<file path="src/design/adder_pkg.sv">
package adder_pkg;

    // operand and tree geometry
    localparam int DATA_W = 64;
    localparam int HALF_W = DATA_W / 2;

    // request to response, in clock cycles
    localparam int PIPE_DEPTH = 4;

    // five spans per half: 1, 2, 4, 8, 16
    localparam int TREE_LEVELS = $clog2(HALF_W);

    // bit l set when level l+1 of the tree ends in a register
    localparam logic [TREE_LEVELS-1:0] TREE_REG_MASK = 5'b11010;

    // carry out of a bit or a group, for carry-in 1 and for carry-in 0
    // 00 kill, 10 propagate, 11 generate
    typedef struct packed {
        logic c1;
        logic c0;
    } carry_pair_t;

    typedef carry_pair_t [HALF_W-1:0] half_pairs_t;

    typedef struct packed {
        half_pairs_t hi;
        half_pairs_t lo;
    } split_pairs_t;

    typedef struct packed {
        logic [DATA_W-1:0] a;
        logic [DATA_W-1:0] b;
        logic              cin;
    } operand_t;

    typedef struct packed {
        logic     valid;
        operand_t op;
    } add_req_t;

    typedef struct packed {
        logic              valid;
        logic [DATA_W-1:0] sum;
        logic              cout;
    } add_rsp_t;

endpackage

</file>
<file path="src/design/pipe_delay.sv">
`timescale 1ns/10ps

module pipe_delay #(
    parameter type T     = logic,
    parameter int  DEPTH = adder_pkg::PIPE_DEPTH
) (
    input  logic clk,
    input  logic rst,
    input  T     din,
    output T     dout
);

    T stages [DEPTH];

    // shift chain of DEPTH stages
    always_ff @(posedge clk)
    begin
        if (rst)
        begin
            for (int i = 0; i < DEPTH; i++)
            begin
                stages[i] <= '0;
            end
        end
        else
        begin
            stages[0] <= din;
            for (int i = 1; i < DEPTH; i++)
            begin
                stages[i] <= stages[i-1];
            end
        end
    end

    assign dout = stages[DEPTH-1];

endmodule

</file>
<file path="src/design/pgk_encode.sv">
`timescale 1ns/10ps

module pgk_encode (
    input  logic                         clk,
    input  logic [adder_pkg::DATA_W-1:0] a,
    input  logic [adder_pkg::DATA_W-1:0] b,
    output adder_pkg::split_pairs_t      pairs
);

    adder_pkg::split_pairs_t pairs_d;

    // c0 is the carry out with carry-in 0, c1 with carry-in 1
    function automatic adder_pkg::carry_pair_t encode_bit(
        input logic a_bit,
        input logic b_bit
    );
        adder_pkg::carry_pair_t pair;
        pair.c0 = a_bit & b_bit;
        pair.c1 = a_bit | b_bit;
        return pair;
    endfunction

    always_comb
    begin
        for (int i = 0; i < adder_pkg::HALF_W; i++)
        begin
            pairs_d.lo[i] = encode_bit(a[i], b[i]);
            pairs_d.hi[i] = encode_bit(a[i + adder_pkg::HALF_W],
                                       b[i + adder_pkg::HALF_W]);
        end
    end

    // decode stage register
    always_ff @(posedge clk)
    begin
        pairs <= pairs_d;
    end

endmodule

</file>
<file path="src/design/prefix_tree.sv">
`timescale 1ns/10ps

module prefix_tree (
    input  logic                   clk,
    input  adder_pkg::half_pairs_t pairs_in,
    output adder_pkg::half_pairs_t pairs_out
);

    // stage[l] feeds level l, stage[TREE_LEVELS] is the final group carry
    adder_pkg::half_pairs_t stage [adder_pkg::TREE_LEVELS+1];

    // group carry of own span given the carry out of the span below
    function automatic adder_pkg::carry_pair_t combine(
        input adder_pkg::carry_pair_t own,
        input adder_pkg::carry_pair_t low
    );
        adder_pkg::carry_pair_t grp;
        grp.c0 = own.c0 | (own.c1 & low.c0);
        grp.c1 = own.c0 | (own.c1 & low.c1);
        return grp;
    endfunction

    assign stage[0] = pairs_in;

    genvar l;
    generate
        for (l = 0; l < adder_pkg::TREE_LEVELS; l++)
        begin : g_level
            localparam int SPAN = 1 << l;

            adder_pkg::half_pairs_t comb_pairs;

            always_comb
            begin
                // positions below the span are already complete
                for (int i = 0; i < SPAN; i++)
                begin
                    comb_pairs[i] = stage[l][i];
                end
                for (int i = SPAN; i < adder_pkg::HALF_W; i++)
                begin
                    comb_pairs[i] = combine(stage[l][i], stage[l][i - SPAN]);
                end
            end

            if (adder_pkg::TREE_REG_MASK[l])
            begin : g_reg
                adder_pkg::half_pairs_t pairs_q;

                always_ff @(posedge clk)
                begin
                    pairs_q <= comb_pairs;
                end

                assign stage[l+1] = pairs_q;
            end
            else
            begin : g_comb
                assign stage[l+1] = comb_pairs;
            end
        end
    endgenerate

    // entry i covers bits 0 through i of this half
    assign pairs_out = stage[adder_pkg::TREE_LEVELS];

endmodule

</file>
<file path="src/design/sum_select.sv">
`timescale 1ns/10ps

module sum_select (
    input  adder_pkg::half_pairs_t       lo_pairs,
    input  adder_pkg::half_pairs_t       hi_pairs,
    input  adder_pkg::operand_t          op,
    output logic [adder_pkg::DATA_W-1:0] sum,
    output logic                         cout
);

    localparam int HW = adder_pkg::HALF_W;

    // carry into each sum bit
    logic [adder_pkg::DATA_W-1:0] carries;
    logic                         mid_carry;

    // actual carry-in picks one of the two candidates
    function automatic logic pick(
        input adder_pkg::carry_pair_t pair,
        input logic                   carry_in
    );
        return carry_in ? pair.c1 : pair.c0;
    endfunction

    // carry out of the low half selects the high half
    assign mid_carry = pick(lo_pairs[HW-1], op.cin);

    always_comb
    begin
        carries[0] = op.cin;
        for (int i = 1; i < HW; i++)
        begin
            carries[i] = pick(lo_pairs[i-1], op.cin);
        end
        carries[HW] = mid_carry;
        for (int i = 1; i < HW; i++)
        begin
            carries[HW + i] = pick(hi_pairs[i-1], mid_carry);
        end
    end

    assign sum  = op.a ^ op.b ^ carries;
    assign cout = pick(hi_pairs[HW-1], mid_carry);

endmodule

</file>
<file path="src/design/adder64_pipe.sv">
`timescale 1ns/10ps

module adder64_pipe (
    input  logic                clk,
    input  logic                rst,
    input  adder_pkg::add_req_t req,
    output adder_pkg::add_rsp_t rsp
);

    adder_pkg::split_pairs_t      pairs;
    adder_pkg::half_pairs_t       lo_grp;
    adder_pkg::half_pairs_t       hi_grp;
    adder_pkg::operand_t          op_d;
    logic                         valid_d;
    logic [adder_pkg::DATA_W-1:0] sum;
    logic                         cout;

    // decode, one cycle
    pgk_encode u_encode (
        .clk   (clk),
        .a     (req.op.a),
        .b     (req.op.b),
        .pairs (pairs)
    );

    // execute, three cycles per half
    prefix_tree u_tree_lo (
        .clk       (clk),
        .pairs_in  (pairs.lo),
        .pairs_out (lo_grp)
    );

    prefix_tree u_tree_hi (
        .clk       (clk),
        .pairs_in  (pairs.hi),
        .pairs_out (hi_grp)
    );

    // operands and valid line up with the tree output
    pipe_delay #(
        .T     (adder_pkg::operand_t),
        .DEPTH (adder_pkg::PIPE_DEPTH)
    ) u_op_delay (
        .clk  (clk),
        .rst  (rst),
        .din  (req.op),
        .dout (op_d)
    );

    pipe_delay #(
        .T     (logic),
        .DEPTH (adder_pkg::PIPE_DEPTH)
    ) u_valid_delay (
        .clk  (clk),
        .rst  (rst),
        .din  (req.valid),
        .dout (valid_d)
    );

    sum_select u_result (
        .lo_pairs (lo_grp),
        .hi_pairs (hi_grp),
        .op       (op_d),
        .sum      (sum),
        .cout     (cout)
    );

    always_comb
    begin
        rsp.valid = valid_d;
        rsp.sum   = sum;
        rsp.cout  = cout;
    end

endmodule

</file>
<file path="config.mk">
export PLATFORM = sky130hd
export DESIGN_NAME = adder64_pipe
export DESIGN_NICKNAME = d
export VERILOG_FILES = /design/src/design/adder_pkg.sv /design/src/design/pipe_delay.sv /design/src/design/pgk_encode.sv /design/src/design/prefix_tree.sv /design/src/design/sum_select.sv /design/src/design/adder64_pipe.sv
export SDC_FILE = /design/constraint.sdc
export NUM_CORES = 1
export LEC_CHECK = 0
export BUFFER_PORTS_ARGS = -buffer_cell sky130_fd_sc_hd__buf_2
export CORE_MARGIN = 3
export CORE_UTILIZATION = 59
export CTS_BUF_LIST = sky130_fd_sc_hd__clkbuf_4 sky130_fd_sc_hd__clkbuf_8 sky130_fd_sc_hd__clkbuf_16
export DETAILED_ROUTE_END_ITERATION = 8
export PLACE_DENSITY = 0.88
export SKIP_CTS_REPAIR_TIMING = 1
export SYNTH_ARGS = -nofsm -noshare
export SYNTH_HDL_FRONTEND = slang
export SYNTH_HIERARCHICAL = 1
export SYNTH_SLANG_ARGS = --single-unit
</file>
<file path="constraint.sdc">
create_clock -name clk -period 2.4 [get_ports clk]
set_input_delay 0.48 -clock clk [delete_from_list [all_inputs] [get_ports clk]]
set_output_delay 0.48 -clock clk [all_outputs]
set_load 0.02 [all_outputs]
</file>
# After elaboration in Yosys (flattened, before gate mapping)
# Memory sizes are Yosys's and may differ from the RTL's.
# Index checks and enable logic that the tools add are counted.
[op_classes] addsub=0 multipliers=0 div=0 magnitude_cmp=0 eq_ne=0 shift=0 muxes=75 bitwise_logic=1170 n_reduce_logical=0
[ops] op="OR 1 bit" n=588
[ops] op="bitwise AND 1 bit" n=580
[ops] op="2-to-1 mux 129 bit" n=4
[ops] op="bitwise XOR 64 bit" n=2
[ops] op="2-to-1 mux 1 bit" n=71
[totals] register_bits=512 latchBits=0 ram_bits=520 mem_bits_ro=0 input_bits=132 out_inout_bits=66 wordCells=1759 n_memories=2
[memory_table] memory="u_op_delay.stages" depth=4 width=129 rd=4 rd_ports_with_merged_regs=0 write_ports=4 line_no="pipe_delay.sv:13" rtl="T stages [DEPTH];"
[memory_table] memory="u_valid_delay.stages" depth=4 width=1 rd=4 rd_ports_with_merged_regs=0 write_ports=4 line_no="pipe_delay.sv:13"

# Logic depth before layout (Yosys ltp)
# Gate-level depths: netlist of the first run.
[depth] ltp_word=4 depth_mapped=5 depth_no_buf=3

# Hierarchy
# The synthesis of the first run kept the hierarchy.
[modules_own_cells] module="pipe_delay at u_op_delay" n_inst=1 cells_each=1089 area_per_inst_um2=13922.1 seq_area_each_um2=10329.9
[modules_own_cells] module="prefix_tree" n_inst=2 cells_each=517 area_per_inst_um2=5529.1 seq_area_each_um2=3843.7
[modules_own_cells] module="pgk_encode" n_inst=1 cells_each=256 area_per_inst_um2=3443.3 seq_area_each_um2=2562.5
[modules_own_cells] module="sum_select" n_inst=1 cells_each=199 area_per_inst_um2=1846.8 seq_area_each_um2=0.0
[modules_own_cells] module="pipe_delay at u_valid_delay" n_inst=1 cells_each=8 area_per_inst_um2=105.1 seq_area_each_um2=80.1
[modules_own_cells] module="adder64_pipe" n_inst=1 cells_each=2 area_per_inst_um2=15.0 seq_area_each_um2=0.0

# Least setup slack after synthesis of the first run
# Ideal clock, no wire load.
[synth_timing] kind="register to output" startpoint="mem u_op_delay/stages[3][0] (netlist name)" endpoint="out rsp[0] (netlist name)" arrival_time_ns=1.460 required_ns=1.920 slack_ns=0.460 stages_incl_launch_ff=6 path_cell_list="dfxtp_1 buf_6 mux2i_4 buf_8 mux2_2 buf_4"
[synth_lines] item="start, declared" line_no="pipe_delay.sv:13"
[synth_lines] item="end, declared" line_no="adder64_pipe.sv:7" rtl="output adder_pkg::add_rsp_t rsp"

==> results.cfg, run 1 <==
[detailed_routing]
num_vias = 18900
postRouteAntennaNets = 0
wl_per_cell_um = 19.5
routed_wl_um = 69900
drt_iter0_markers = 1554
via_per_inst = 5.26
dr.pass1.iters = 6
drc = 0

[setup_path]
timing.rr.end = u_tree_lo/g_level[1].g_reg.pairs_q[31]
cp-start-kind = register
crit_fanout = 6
ff2ff_path_depth = 2
critPathKind = register to output port
end_kind = output port
crit_arrival_ns = 2.21
crit_start = u_op_delay/stages[3][0]
r2r_setup_slack_ns = 1.17
required_ns = 1.92
r2r-start = u_encode/pairs[31]

[placement]
place_hpwl_um = 45800
pre_cts_slack_ns = 0.346
io_buffers = 197
dp.cells = 3405
gp_congestion = 0.959

[final_layout]
stdcell_count = 3590
mostFrequentLayoutCells = dfxtp_1 (1031), nor2b_1 (520), a21oi_1 (192)
nets = 2963
syn2layout_area_growth_pct = 17.0
utilization = 0.704
drive_above_1_share = 0.165
layout_commonest_cell = dfxtp_1
multi_input_area_um2 = 9320
fill_cells = 3213
seqCellArea_um2 = 20700

[hold_path]
hp-start = req[73]
hold_depth = 2
min_to = u_encode/pairs[17]
min_path_type = primary input to register

[grt]
grt_overflow = 0
antenna_found_initial = 16
grt_max_degree = 101
grt_use_total = 0.249
grt_pass1_vias = 18800
grt_pass1_wl_um = 104000

[status]
status = complete, but fails checks
failed_checks = negative setup slack

[cts]
htree_levels = 3
cts-root-buf = clkbuf_16
clk_path_buf_depth = 3
cts_buffers = 92
clkSinkCount = 1032
clkLatencyLatePin_ns = 0.64
cts.clk_slew.worst_paths_ns = 0.07
cts_tree = built

[floorplanning]
start_util = 0.602
dieWidth_um = 233
row_count = 82
die_h_um = 233
core_area_um2 = 50500
die_area_um2 = 54300
io_pins = 198

[sta]
finClkSkew_ns = 0.0256
fin_crit_sh = 1.12
tightestPinTransition_ns = 0.570
min_period_ns = 2.69
finalSetupViolations = 64
max_slew_margin = 0.619
rsz0062_at_grt = true
slew_violations = 0
fmax_mhz = 371
hold_violations = 0
setup_slack_ns = -0.294

[yosys]
ys_warn_count = 6
synth.cell_area_um2 = 30400
synth_nets = 2720
synth_cells = 2588
synth_cell_type_count = 25
yosysSeqAreaShare = 0.680
ys_seq_elements = 1032
avgSynthCellArea_um2 = 11.7

[job]
drv_cap = 0

[power]
ir_drop_v = 0.000697
cellLeakagePower_nw = 14.8
total_power_mw = 37.5
p_per_area_nw_per_um2 = 1050
==> metrics by stage <==
step / area (um2) / hold WS, ns / setup TNS, ns
after CTS: 35300 / 0.0138 / -18.71
after floorplan: 30400 / 0.331 / 0
after global placement: 31900 / 0.345 / 0
after detailed placement: 31900 / 0.344 / 0
final: 35600 / 0.0449 / -10.54
after global routing: 35500 / 0.0422 / -16.88
==> metal layers <==
metal / vias up / GRT usage / share of wire
met5: - / 0 / 0.00062
met1: 8983 / 0.300 / 0.39
li1: 8921 / - / -
met2: 762 / 0.420 / 0.48
met4: 6 / 0.133 / 0.054
met3: 216 / 0.0512 / 0.070
==> power breakdown <==
part / internal [mW] / switching, mW / leakage, nW / total (mW)
combinational: 1.11 / 1.43 / 4.58 / 2.54
clock: 9.22 / 6.40 / 1.63 / 15.6
sequential: 18.4 / 0.949 / 8.54 / 19.3
total: 28.7 / 8.78 / 14.8 / 37.5
==> worst max path at each step <==
stage               slack (ns)  endpoint
floorplan                 0.46    rsp[0]
global route             -0.37   rsp[56]
detailed placement        0.35   rsp[12]
global placement          0.41   rsp[63]
finish                   -0.29   rsp[35]
CTS                      -0.49    rsp[2]
==> logic make-up after synthesis <==
| group | count (synthesis) | synth area share |
|---|---|---|
| mux | 64 | 0.0215 |
| buf+inv | 86 | 0.0173 |
| xor+xnor | 128 | 0.0369 |
| flops | 1032 | 0.680 |
| simple gates | 778 | 0.153 |
| compound gates | 500 | 0.0917 |
==> Yosys cell counts <==
library cell | number | area share
clkbuf_1 | 1 | 0.00012
buf_4 | 34 | 0.0084
inv_2 | 4 | 0.00049
o21ai_0 | 188 | 0.031
and2_2 | 64 | 0.016
a21oi_1 | 192 | 0.032
mux2i_4 | 1 | 0.00074
o21bai_1 | 20 | 0.0049
xnor2_1 | 65 | 0.019
dfxtp_1 | 1032 | 0.68
nor2b_1 | 520 | 0.11
buf_6 | 1 | 0.00037
buf_8 | 3 | 0.0015
or2_1 | 64 | 0.013
a211oi_1 | 20 | 0.0049
a21o_1 | 68 | 0.017
mux2i_1 | 62 | 0.020
inv_1 | 16 | 0.0020
a21oi_2 | 4 | 0.0012
buf_2 | 27 | 0.0044
mux2_2 | 1 | 0.00037
o21ai_1 | 8 | 0.0013
nand3_1 | 16 | 0.0026
nand2_1 | 114 | 0.014
xor2_1 | 63 | 0.018
==> sequential cells by signal (all words and copies together), names as in the netlist <==
signal,flops
u_encode/pairs,128
u_op_delay/stages,516
u_tree_hi/g_level.g_reg.pairs_q,128
u_tree_hi/pairs_out,64
u_tree_lo/g_level.g_reg.pairs_q,128
u_tree_lo/pairs_out,64
u_valid_delay/stages,4
==> critical path, stage by stage, from the launching register on <==
cell	delay (ns)
dfxtp_4	0.37
mux2i_4	0.31
buf_12	0.16
clkbuf_16	0.17
mux2i_2	0.24
xnor2_1	0.14
buf_4	0.16
==> area by class of cell <==
cell class              instances  area share
clock inverters                47      0.0184
clock buffers                 123      0.0753
multi-input cells            1470       0.262
inverters                      20     0.00211
repair buffers                215      0.0363
well taps                     672      0.0237
flip-flops and latches       1032       0.581
diodes                         11    0.000774
Note: power is estimated with default switching activity, not from simulation.
==> run 2, diff against run 1 <==
- PLACE_DENSITY: 0.88 -> 0.77
==> run 2 against run 1 <==
  * The run still ends with negative setup slack left
  * Non-clock buffer count grew 4
  * Core utilization grew 0.36 points
  * Combinational power is essentially flat
  * Sequential share of layout area shrank 0.30 points
  * Global-route usage shrank 1.4 points
  * Wire length shrank 6.5%
  * Register-to-register slack gained 0.15 ns
  * Critical endpoint is now rsp[51]
  * Largest power group unchanged
==> results.cfg, run 2 (synthesis results as in run 1) <==
[setup_path]
crit_start = u_op_delay/stages[3][0]
ff2ff_path_depth = 2
crit_fanout = 6
r2r_setup_slack_ns = 1.32
worst_path_max_delay_cell = dfxtp_4
critPathBufInv = 3
cp-start-kind = register
max_stage_delay_ns = 0.38
worst-path-stages = 6
r2r-start = u_tree_hi/g_level[1].g_reg.pairs_q[33]
end_kind = output port
cpLargestDelayFamily = buffers and inverters
critPathKind = register to output port
crit_arrival_ns = 2.23
crit_chain = mux2i_4 > buf_12 > clkbuf_16 > mux2i_4 > xnor2_1 > buf_4
required_ns = 1.92
cpMostUsedCell = mux2i_4

[final_layout]
regMostFlops = u_op_delay/stages
nets = 2969
syn2layout_area_growth_pct = 17.6
layout_commonest_cell = dfxtp_1
fill_cells = 3514
largest_reg_flops = 516
drive_above_1_share = 0.171
mostFrequentLayoutCells = dfxtp_1 (1031), nor2b_1 (520), a21oi_1 (192)

[floorplanning]
core_area_um2 = 50500
io_pins = 198
die_area_um2 = 54300
dieWidth_um = 233
row_count = 82
start_util = 0.602
die_h_um = 233

[detailed_routing]
met3_length_um = 4370
dr.pass1.iters = 6
met1_length_um = 29600
wl_per_cell_um = 18.2
drc = 0
postRouteAntennaNets = 0
num_vias = 18200
drt_iter0_markers = 1489
route.met2.wl_um = 29400
top_layer = met5
via_per_inst = 5.07
routed_wl_um = 65400

[grt]
grt_pass1_wl_um = 97800
grt_pass1_vias = 17800
grt_max_degree = 101
antenna_found_initial = 4
grt_use_total = 0.235
grt_overflow = 0

[status]
status = complete, but fails checks
failed_checks = negative setup slack

[sta]
min_period_ns = 2.71
finalSetupViolations = 45
fin_tns_setup_ns = -8.40
worst_hold_slack_ns = 0.0520
hold_violations = 0
fmax_mhz = 368
rsz0062_at_grt = true
slew_violations = 0
setup_slack_ns = -0.314
finClkSkew_ns = 0.0261
tightestPinTransition_ns = 0.538
fin_crit_sh = 1.13
max_slew_margin = 0.641

[job]
drv_cap = 0

[cts]
htree_levels = 3
clk_path_buf_depth = 3
cts-root-buf = clkbuf_16
clkLatencyLatePin_ns = 0.63
clkSinkCount = 1032
cts_buffers = 94
cts.clk_slew.worst_paths_ns = 0.07
cts_tree = built

[placement]
io_buffers = 197
place_hpwl_um = 45000
gp_congestion = 0.887

[power]
ir_drop_v = 0.000698
p_per_area_nw_per_um2 = 1050
cellLeakagePower_nw = 14.9

[hold_path]
min_path_type = primary input to register
hold_depth = 2
hp-start = req[120]
run 2: changes by cell type in the layout (fill, tap and decap cells not counted), moves of 5 or more:
cell,delta
clkbuf_16,+7
mux2i_1,-16
buf_2,-9
buf_4,+13
clkinvlp_4,-6
diode_2,-5
mux2i_2,+12
run 2: routing by layer:
layer,track usage,vias up
li1,-,8930
met1,0.330,8559
met3,0.0435,131
met4,0.0920,2
met2,0.361,612
met5,0,-
run 2: final timing paths:
check                                                         endpoint
worst max register to register  u_tree_hi/g_level[3].g_reg.pairs_q[48]
worst min-delay path                               u_encode/pairs[111]
worst min register to register                 u_tree_lo/pairs_out[15]
worst max-delay path                                           rsp[51]
run 2: stage by stage:
step	worst slack [ns]	cell area, um2	power [mW]	instances	utilization
2_1_floorplan	0.460	30400	20.8	2588	-
3_3_place_gp	0.462	32000	21.8	3406	0.633
3_5_place_dp	0.375	32000	21.9	3406	0.633
4_1_cts	-0.319	35300	37.5	3580	0.700
5_1_grt	-0.376	35700	38.8	3589	0.708
6_report	-0.314	35700	37.6	3593	0.708
run 2: cell type report:
class                           count  area, um2  share of cell area
Sequential cell                  1032      20700               0.578
Multi-Input combinational cell   1470       9380               0.263
Clock buffer                      131       2830              0.0792
Timing Repair Buffer              219       1380              0.0386
Tap cell                          672        841              0.0235
Clock inverter                     43        546              0.0153
Inverter                           20       75.1             0.00210
Antenna cell                        6       15.0            0.000420
run 2: power by group:
group          internal [mW]  switching [mW]  total [mW]
logic                   1.17            1.39        2.55
clock network           9.46            6.25        15.7
registers               18.4           0.959        19.3
total                   29.0            8.60        37.6
==> run 3, diff against run 2 <==
- PLACE_DENSITY: 0.77 -> 0.81
==> run 3 against run 2 <==
  * The run still ends with negative setup slack left
  * Worst hold slack worse by 0.0024 ns
  * Critical path depth did not move
  * Sequential power is essentially flat
  * Combinational power up 2%
  * Die area is the same
  * Sequential cell count is the same
  * Non-clock buffer count grew 1
  * Count of clock-buffer cells in the layout increased by 7
  * First-iteration DRC count is 2.0% higher
  * Worst setup slack worse by 0.029 ns
  * Power shrank 0.94%
  * Critical path type unchanged
  * Highest routed layer unchanged
==> results.cfg, run 3 (synthesis results as in run 1) <==
[status]
status = complete, but fails checks
failed_checks = negative setup slack

[cts]
cts-root-buf = clkbuf_16
clk_path_buf_depth = 3
cts_buffers = 93
htree_levels = 3
cts_tree = built
clkSinkCount = 1032
cts.clk_slew.worst_paths_ns = 0.06
clkLatencyLatePin_ns = 0.63

[sta]
fmax_mhz = 365
fin_crit_sh = 1.14
slew_violations = 0
setup_slack_ns = -0.343
finClkSkew_ns = 0.0280
rsz0062_at_grt = true
min_period_ns = 2.74
hold_violations = 0
fin_tns_setup_ns = -10.73
tightestPinTransition_ns = 0.501
finalSetupViolations = 64
max_slew_margin = 0.665

[final_layout]
utilization = 0.707
largest_reg_flops = 516
fill_cells = 3362
mostFrequentLayoutCells = dfxtp_1 (1031), nor2b_1 (520), a21oi_1 (192)
regMostFlops = u_op_delay/stages
layout_commonest_cell = dfxtp_1
syn2layout_area_growth_pct = 17.5
nets = 2969
drive_above_1_share = 0.171

[setup_path]
end_kind = output port
required_ns = 1.92
cpLargestDelayFamily = multiplexers
worst_path_max_delay_cell = dfxtp_4
crit_arrival_ns = 2.26
cp-start-kind = register
max_stage_delay_ns = 0.36
critPathBufInv = 3
crit_fanout = 6
critPathKind = register to output port
cpMostUsedCell = buf_12
crit_chain = mux2i_4 > buf_12 > buf_12 > mux2i_1 > xnor2_1 > buf_2
r2r_setup_slack_ns = 1.28

[placement]
gp_congestion = 0.909
io_buffers = 197
place_hpwl_um = 45500
pre_cts_slack_ns = 0.282

[grt]
antenna_found_initial = 9
grt_pass1_vias = 17900
grt_use_total = 0.233
grt_pass1_wl_um = 96700
grt_max_degree = 107
grt_overflow = 0

[floorplanning]
die_h_um = 233
start_util = 0.602
row_count = 82
dieWidth_um = 233
io_pins = 198
die_area_um2 = 54300
core_area_um2 = 50500

[job]
drv_cap = 0

[detailed_routing]
drt_iter0_markers = 1519
via_per_inst = 5.13
postRouteAntennaNets = 0
routed_wl_um = 66100
wl_per_cell_um = 18.4
drc = 0
num_vias = 18400
dr.pass1.iters = 5

[hold_path]
min_path_type = primary input to register

[power]
ir_drop_v = 0.000626
total_power_mw = 37.2
cellLeakagePower_nw = 14.8
p_per_area_nw_per_um2 = 1040
## run 3: cell count changes in the layout (fill, tap and decap cells not counted), moves of 5 or more
cell	delta
buf_2	+6
buf_4	-8
clkbuf_4	+8
clkinv_2	-6
mux2i_2	-8
mux2i_4	+5
xnor2_1	-5
xnor2_2	+5
## run 3: metal layers
metal | part of all wire | GRT usage
met5 | 0.00083 | 0
met4 | 0.028 | 0.0881
met3 | 0.062 | 0.0433
met2 | 0.48 | 0.387
met1 | 0.43 | 0.303
## run 3: layout make-up
cell class | count | area, um2 | area share
inverter | 20 | 75.1 | 0.00210
tap | 672 | 841 | 0.0235
sequential | 1032 | 20700 | 0.579
clock buffer | 138 | 2840 | 0.0796
timing repair buffer | 220 | 1400 | 0.0392
clock inverter | 32 | 423 | 0.0118
antenna | 3 | 7.51 | 0.000210
multi-input combinational | 1470 | 9460 | 0.265
## run 3: through the flow
step,hold slack [ns],std cells,instance area (um2)
floorplan,0.331,2588,30400
global placement,0.344,3406,31900
detailed placement,0.345,3406,31900
CTS,0.0148,3576,35200
global route,0.0420,3587,35700
finish,0.0496,3587,35700
## run 3: path summary, 6_finish.rpt
kind	from	endpoint	depth (start not counted)
setup / recovery	u_op_delay/stages[3][0]	rsp[53]	6
hold / removal	req[90]	u_encode/pairs[51]	2
setup reg to reg	u_tree_lo/g_level[1].g_reg.pairs_q[43]	u_tree_lo/g_level[3].g_reg.pairs_q[42]	2
hold reg to reg	u_tree_lo/g_level[3].g_reg.pairs_q[15]	u_tree_lo/pairs_out[15]	0
## run 3: power by group
part / internal [mW] / switching, mW
Clock: 9.19 / 6.12
Combinational: 1.19 / 1.41
Sequential: 18.4 / 0.961
